`src/hdl/l2_cfg_pkg.sv`:
```
`default_nettype none

package l2_cfg_pkg;

  // Byte address of the request port
  localparam int unsigned AddrWidth = 16;

  // One bus word and its byte strobes
  localparam int unsigned DataWidth = 64;
  localparam int unsigned StrbWidth = DataWidth / 8;

  // Number of byte-offset bits below the word address
  localparam int unsigned WordOffset = $clog2(StrbWidth);

  // Geometry of one SRAM macro, must stay in line with the cut model
  localparam int unsigned CutDataWidth = 32;
  localparam int unsigned CutStrbWidth = CutDataWidth / 8;

  typedef logic [AddrWidth-1:0] addr_t;
  typedef logic [DataWidth-1:0] data_t;
  typedef logic [StrbWidth-1:0] strb_t;

  typedef logic [CutDataWidth-1:0] cut_data_t;
  typedef logic [CutStrbWidth-1:0] cut_strb_t;

endpackage

`default_nettype wire

```
`src/hdl/l2_bus_pkg.sv`:
```
`default_nettype none

package l2_bus_pkg;

  // Longest read burst in beats
  localparam int unsigned MaxBurst = 8;

  // Beat count minus one, as carried on len_i
  typedef logic [$clog2(MaxBurst)-1:0] burst_len_t;

  // Request port sequencing
  typedef enum logic {
    IDLE,
    BURST
  } port_state_e;

endpackage

`default_nettype wire

```
`src/hdl/l2_mem_port.sv`:
```
`timescale 1ns/1ps
`default_nettype none

module l2_mem_port #(
  parameter int unsigned NumBytes = 8192
) (
  input  logic                   clk_i,
  input  logic                   rst_ni,
  input  logic                   req_i,
  input  logic                   we_i,
  input  l2_cfg_pkg::addr_t      addr_i,
  input  l2_cfg_pkg::data_t      wdata_i,
  input  l2_cfg_pkg::strb_t      strb_i,
  input  l2_bus_pkg::burst_len_t len_i,
  input  l2_cfg_pkg::data_t      mem_rdata_i,
  output logic                   mem_req_o,
  output logic                   mem_we_o,
  output l2_cfg_pkg::addr_t      mem_addr_o,
  output l2_cfg_pkg::data_t      mem_wdata_o,
  output l2_cfg_pkg::strb_t      mem_strb_o,
  output logic                   rsp_valid_o,
  output l2_cfg_pkg::data_t      rsp_rdata_o,
  output logic                   rsp_err_o,
  output logic                   busy_o
);

  import l2_cfg_pkg::*;
  import l2_bus_pkg::*;

  // Address step between beats, one word
  localparam addr_t BeatStride = addr_t'(1) << WordOffset;

  port_state_e state_q;
  port_state_e state_d;
  burst_len_t  beats_left_q;
  burst_len_t  beats_left_d;

  addr_t       addr_q;
  data_t       wdata_q;
  strb_t       strb_q;
  logic        we_q;

  logic        issue;
  logic        beat_in_range;
  logic        rsp_valid_q;
  logic        rsp_err_q;
  logic        rsp_data_q;

  // A beat goes out on every cycle spent in BURST
  assign issue         = (state_q == BURST);
  assign beat_in_range = 32'(addr_q) < NumBytes;

  always_comb begin
    state_d      = state_q;
    beats_left_d = beats_left_q;
    unique case (state_q)
      IDLE: begin
        if (req_i) begin
          state_d      = BURST;
          beats_left_d = we_i ? '0 : len_i;
        end
      end
      BURST: begin
        if (beats_left_q == '0) begin
          state_d = IDLE;
        end else begin
          beats_left_d = beats_left_q - 1'b1;
        end
      end
      default: state_d = IDLE;
    endcase
  end

  // Request payload, address advances once per beat
  always_ff @(posedge clk_i) begin
    if (state_q == IDLE && req_i) begin
      addr_q  <= addr_i;
      we_q    <= we_i;
      wdata_q <= wdata_i;
      strb_q  <= strb_i;
    end else if (issue) begin
      addr_q  <= addr_q + BeatStride;
    end
  end

  // Shadow of each beat lines up with the array's read latency
  always_ff @(posedge clk_i or negedge rst_ni) begin
    if (!rst_ni) begin
      state_q      <= IDLE;
      beats_left_q <= '0;
      rsp_valid_q  <= 1'b0;
      rsp_err_q    <= 1'b0;
      rsp_data_q   <= 1'b0;
    end else begin
      state_q      <= state_d;
      beats_left_q <= beats_left_d;
      rsp_valid_q  <= issue;
      rsp_err_q    <= issue && !beat_in_range;
      rsp_data_q   <= mem_req_o && !we_q;
    end
  end

  // Out-of-range beats never reach the array
  assign mem_req_o   = issue && beat_in_range;
  assign mem_we_o    = we_q;
  assign mem_addr_o  = addr_q;
  assign mem_wdata_o = wdata_q;
  assign mem_strb_o  = strb_q;

  // Writes and error beats answer with zero data
  assign rsp_valid_o = rsp_valid_q;
  assign rsp_err_o   = rsp_err_q;
  assign rsp_rdata_o = rsp_data_q ? mem_rdata_i : '0;

  // Busy until the last response has gone out
  assign busy_o = issue || rsp_valid_q;

  // No back-pressure exists, so the host must wait for busy to drop
  a_no_req_while_busy: assert property (
    @(posedge clk_i) disable iff (!rst_ni) req_i |-> !busy_o
  ) else $error("Request issued while port is busy");

  // Bursts are defined for reads only
  a_single_beat_write: assert property (
    @(posedge clk_i) disable iff (!rst_ni) (req_i && we_i) |-> (len_i == '0)
  ) else $error("Write request with nonzero burst length");

endmodule

`default_nettype wire

```
`config.mk`:
```
export PLATFORM = sky130hd
export DESIGN_NAME = l2_mem_port
export DESIGN_NICKNAME = d
export VERILOG_FILES = /design/src/hdl/l2_cfg_pkg.sv /design/src/hdl/l2_bus_pkg.sv /design/src/hdl/l2_mem_port.sv
export SDC_FILE = /design/constraint.sdc
export NUM_CORES = 1
export LEC_CHECK = 0
export BUFFER_PORTS_ARGS = -buffer_cell sky130_fd_sc_hd__buf_2
export CAP_MARGIN = 20
export CORE_MARGIN = 2
export CORE_UTILIZATION = 26
export CTS_CLUSTER_DIAMETER = 30
export DETAILED_ROUTE_END_ITERATION = 8
export MAX_ROUTING_LAYER = met4
export SYNTH_ARGS = -nofsm -noshare
export SYNTH_HDL_FRONTEND = slang
export SYNTH_SLANG_ARGS = --single-unit
```
`constraint.sdc`:
```
create_clock -name clk_i -period 6.05 [get_ports clk_i]
set_clock_uncertainty 0.1 [all_clocks]
set_input_delay 0.605 -clock clk_i [delete_from_list [all_inputs] [get_ports clk_i]]
set_output_delay 0.605 -clock clk_i [all_outputs]
set_load 0.005 [all_outputs]
```
==> After elaboration in Yosys (flattened, before gate mapping) <==
Cells that the tools add are included.
W data, S select, Z words.
{ "op_classes": {"order_cmp": 1, "bitwise_logic": 1, "n_mux": 10, "eq_ne": 2, "reduce_logical": 10, "n_addsub": 2} }
{ "ops": {"columns": ["cell", "n"], "rows": [
  ["$mux W64", 1],
  ["$mux W16", 2],
  ["$add A16 B4 Y16 const B", 1],
  ["$lt A16 B14 Y1 const B", 1],
  ["$mux W3", 3],
  ["$pmux W3 S2", 1],
  ["$logic_and A1 B1 Y1", 4],
  ["$ne A2 B2 Y1 const B", 2],
  ["$logic_not A3 Y1", 1],
  ["$sub A3 B1 Y3 const B", 1],
  ["$logic_not A1 Y1", 2],
  ["$mux W1", 2],
  ["$pmux W1 S2", 1],
  ["$reduce_and A2 Y1", 1],
  ["$reduce_bool A2 Y1", 1],
  ["$logic_or A1 B1 Y1", 1],
  ["$not A1 Y1", 1]
]} }
{ "totals": {"ff_bits": 96, "input_bits": 159, "output_inout_bits": 157} }

==> Logic depth before layout (Yosys ltp) <==
{ "depth": {"word_depth": 3, "mapped_depth": 5, "depth_no_buf": 5} }

==> Least setup slack after synthesis <==
OpenSTA, ideal clock, no wires.
{ "synth_path": {"path_type": "input to register", "from": "input req_i", "to": "register addr_q[0] (netlist: mem_addr_o[0]) (enable)", "cell_stages": 3, "t_arrival_ps": 1684, "path_slack_ps": 3869, "required_ps": 5553, "setup_ps": 397, "n_path_buf": 1, "cell_sequence": "nand2b_1 -> clkbuf_1 -> inv_2"} }
{ "synth_between": {"elab_chain_cells": 2} }
{ "synth_rtl": {"columns": ["element", "line_no", "rtl"], "rows": [
  ["start, declared", "l2_mem_port.sv:9", "input logic req_i,"],
  ["$logic_and A1 B1 Y1", "l2_mem_port.sv:76", "if (state_q == IDLE && req_i) begin"],
  ["$reduce_bool A2 Y1 (no line)", null, null],
  ["end signal, assigned", "l2_mem_port.sv:77", "addr_q <= addr_i;"],
  ["end signal, assigned", "l2_mem_port.sv:82", "addr_q <= addr_q + BeatStride;"],
  ["end, declared", "l2_mem_port.sv:38", "addr_t addr_q;"]
]} }
No other way between the ends.
A chain may end at the register's enable or synchronous reset.

==> Final worst setup path <==
{ "layout_path": {"from": "register state_q (netlist: issue)", "to": "register wdata_q[39] (netlist: mem_wdata_o[39]) (enable)"} }
{ "layout_between": {"elab_chain_cells": 2} }
{ "layout_rtl": {"columns": ["element", "line_no", "rtl"], "rows": [
  ["start, declared", "l2_mem_port.sv:33", "port_state_e state_q;"],
  ["start signal, assigned", "l2_mem_port.sv:95", "state_q <= state_d;"],
  ["$not A1 Y1", null, null],
  ["$logic_and A1 B1 Y1", "l2_mem_port.sv:76", null],
  ["end signal, assigned", "l2_mem_port.sv:79", "wdata_q <= wdata_i;"],
  ["end, declared", "l2_mem_port.sv:39", "data_t wdata_q;"]
]} }
No other way between the ends.

==> flow_metrics.env <==
export IMPL_outcome="finished clean"
export IMPL_dieArea_um2=15700
export IMPL_holdPathEnd="mem_wdata_o[10]"
export IMPL_worst_ep_arrival_time_ps=2730
export IMPL_worstPathBufferInverterCount=2
export IMPL_grt_pass1_vias=3530
export IMPL_worstReg2RegEnd="mem_wdata_o[39]"
export IMPL_coreArea_um2=14400
export IMPL_intPower_w=0.00141
export IMPL_switching_power_w=0.000621
export IMPL_drt_initial_drc_count=142
export IMPL_clk_insertion_delay_late_ps=350
export IMPL_final_setup_tns_ps=0
export IMPL_gpl_final_weighted_congestion=1.01
export IMPL_post_synth_fa_ha_maj_area_fraction=0.00982
export IMPL_cts_htree_levels=3
export IMPL_timing_critical_path_from_type="register"
export IMPL_clock_tree_from_tritoncts="done"
export IMPL_worst_hold_startpoint="wdata_i[10]"
export IMPL_area_growth_syn_to_layout_pct=54.4
export IMPL_yosys_area_top_type="sky130_fd_sc_hd__edfxtp_1"
export IMPL_stdcell_area_um2=5900
export IMPL_io_pins=316
export IMPL_ys_seq_area_frac=0.745
export IMPL_cts_buffer_depth=2
export IMPL_mappedNetlistArea_um2=3820
export IMPL_synth_top_cells_by_area="sky130_fd_sc_hd__edfxtp_1 (70%), sky130_fd_sc_hd__and2_1 (11%), sky130_fd_sc_hd__dfrtp_1 (4.6%), sky130_fd_sc_hd__a31oi_1 (1.5%), sky130_fd_sc_hd__nor2_1 (1.4%)"
export IMPL_synth_net_count=421
export IMPL_synth_area_mux_share=0.00818
export IMPL_synth_xor_xnor_area_share=0.00687
export IMPL_critical_path_top_delay_family="buffers and inverters"
export IMPL_final_hold_violation_count=0
export IMPL_insertedDiodeCount=0
export IMPL_most_numerous_cell_in_the_yosys_netlist="sky130_fd_sc_hd__edfxtp_1"
export IMPL_final_layout_size_suffix_gt1_frac=0.577
export IMPL_worst_r2r_path_depth=3
export IMPL_row_count=44
export IMPL_worstPathMaxFanout=57
export IMPL_netlist_cell_type_count=30
export IMPL_worst_pin_slew_ps=855
export IMPL_tritoncts_num_sinks=96
export IMPL_grtUsageTotal=0.175
export IMPL_total_gr_overflow=0
export IMPL_cts_root_buffer_cell="sky130_fd_sc_hd__clkbuf_16"
export IMPL_ir_worst_vdd_mv=0.169
export IMPL_synth_enable_flop_cells=89
export IMPL_detailed_place_area_um2=5600
export IMPL_ys_top_cells_by_count="sky130_fd_sc_hd__edfxtp_1 (89), sky130_fd_sc_hd__and2_1 (68), sky130_fd_sc_hd__nor2_1 (14)"
export IMPL_synth_ff_latch_count=96
export IMPL_clkPwrFrac=0.269
export IMPL_timing_critical_path_slowest_cell_delay_ps=650
export IMPL_worstSetupEndpointType="register"
export IMPL_die_h_um=125
export IMPL_hp_class="input port to register"
export IMPL_hpwl_mm=11.2
export IMPL_ff2ff_setup_slack_ps=3200
export IMPL_sequential_cell_fraction_of_total_power=0.489
export IMPL_drv_cap=0
export IMPL_yosys_area_share_simple=0.170
export IMPL_antenna_found_initial=1
export IMPL_post_route_period_util=0.471
export IMPL_drcViolationCount=0
export IMPL_worst_r2r_startpoint="issue"
export IMPL_post_synthesis_compound_gate_area_fraction=0.0406
export IMPL_power_frac_comb=0.242
export IMPL_pwr_density_cell_nw_per_um2=345
export IMPL_synthArstFlopShare=0.0729
export IMPL_routed_wire_length_mm=13.6
export IMPL_netSwitchingFraction=0.305
export IMPL_port_buffers=315
export IMPL_drtPass1Iterations=6
export IMPL_post_synth_inst_count=259
export IMPL_report_final_slew_viol_count=0
export IMPL_ys_dominant_reg_cell="sky130_fd_sc_hd__edfxtp_1"
export IMPL_clk_pin_slew_worst_paths_ps=70
export IMPL_timing_final_setup_violations=0
export IMPL_achievable_frequency_ghz=0.351
export IMPL_cts_post_setup_buffers_inserted=0
export IMPL_via_count=3399
export IMPL_routedWlPerCell_um=17.8
export IMPL_synth_top_family_by_area="simple AND/OR/NAND/NOR gates"
export IMPL_period_needed_ps=2850
export IMPL_worst_path_max_delay_cell="sky130_fd_sc_hd__buf_4"
export IMPL_avgSynthCellArea_um2=14.8
export IMPL_cts_buffers=9
export IMPL_slew_headroom=0.430
export IMPL_timing_setup_critical_path_class="register to register"
export IMPL_yosysWarningCount=0
export IMPL_rsz0062_at_grt="no"
export IMPL_grt_pass1_wl_mm=19.8
export IMPL_leakagePower_nw=2.80
export IMPL_whs_path_depth=1
export IMPL_grt_max_degree=65
export IMPL_initial_core_util=0.265
export IMPL_drt_antenna_violating_nets=0
export IMPL_routed_via_density=4.44
export IMPL_nets=739
export IMPL_critical_path_cell_chain="nand2b_1 -> inv_2 -> buf_4"
export IMPL_die_x_um=125
export IMPL_synth_top_cell_area_share=0.699
export IMPL_worst_ep_required_time_ps=5930
-- timing repair --
action | in CTS | in global routing
hold endpoints to repair | 7 | 0
resized for setup | 0 | 0
hold buffers | 1 | 0
-- registers in the layout, indices dropped and copies added (netlist names) --
register	flops
mem_addr_o	16
rsp_err_o	1
mem_we_o	1
beats_left_q	3
mem_strb_o	8
rsp_valid_o	1
mem_wdata_o	64
rsp_data_q	1
issue	1
-- kinds of logic after synthesis --
group                      count (synthesis)
xor gates and xnor gates                   3
AOI/OAI and AO/OA                         26
and+or+nand+nor                          108
DFF                                       96
buffers and inverters                     20
muxes                                      3
adders and majority gates                  3
-- through the flow --
step	utilization	power, W	hold WS, ps	cells	setup slack, ps
after global routing	0.409	0.00215	305	766	2950
after CTS	0.409	0.00206	310	766	3160
after global placement	0.388	0.00148	346	749	3160
final	0.409	0.00203	326	766	3200
after floorplan	-	0.00123	209	259	3870
after detailed placement	0.388	0.00151	348	749	3080
-- layout make-up --
type                    instances  area [um^2]
flip-flops and latches         96         2850
repair buffers                318         1600
fillers                      1436         8520
clock buffers                   9          225
multi-input cells             143          900
clock inverters                 7         62.6
inverters                       9         33.8
well taps                     184          230
-- cells in the final DEF, fill, tap and decap left out, drive strengths merged, types with 3 or more instances in the layout --
cell type / synthesis / final
inv: 9 / 12
dfrtp: 7 / 7
clkbuf: 9 / 9
nor2: 14 / 14
ha: 3 / 3
or4: 4 / 4
nor2b: 4 / 4
nand4: 4 / 4
nand3: 3 / 3
o21ai: 4 / 4
and2: 68 / 68
a31oi: 9 / 9
clkinv: 0 / 3
buf: 2 / 317
a21oi: 8 / 8
o31ai: 4 / 4
or3: 4 / 4
edfxtp: 89 / 89
-- worst max path at each step --
stage           from         endpoint  slack, ps  cells past startpoint
2_1_floorplan  req_i    mem_addr_o[0]       3870                      3
3_3_place_gp   req_i  mem_wdata_o[26]       3160                      4
3_5_place_dp   req_i  mem_wdata_o[39]       3080                      4
4_1_cts        issue  mem_wdata_o[39]       3160                      3
5_1_grt        issue  mem_wdata_o[26]       2950                      3
6_report       issue  mem_wdata_o[39]       3200                      3
-- power by group through the flow --
stage               Combinational, W  Sequential (W)  Clock [W]
floorplan                   0.000234         0.00100          0
detailed placement          0.000501         0.00101          0
global placement            0.000485         0.00100          0
finish                      0.000493        0.000995   0.000547
global route                0.000547         0.00101   0.000586
CTS                         0.000503        0.000997   0.000561
-- layer usage --
layer  up-vias  global-route usage  share of wire
met4         0              0.0641          0.031
met5         -                   -              0
met1      1602               0.166           0.34
li1       1567                   -              -
met2       211               0.322           0.54
met3        19              0.0655          0.089
Power figures use the tool's default switching activity.
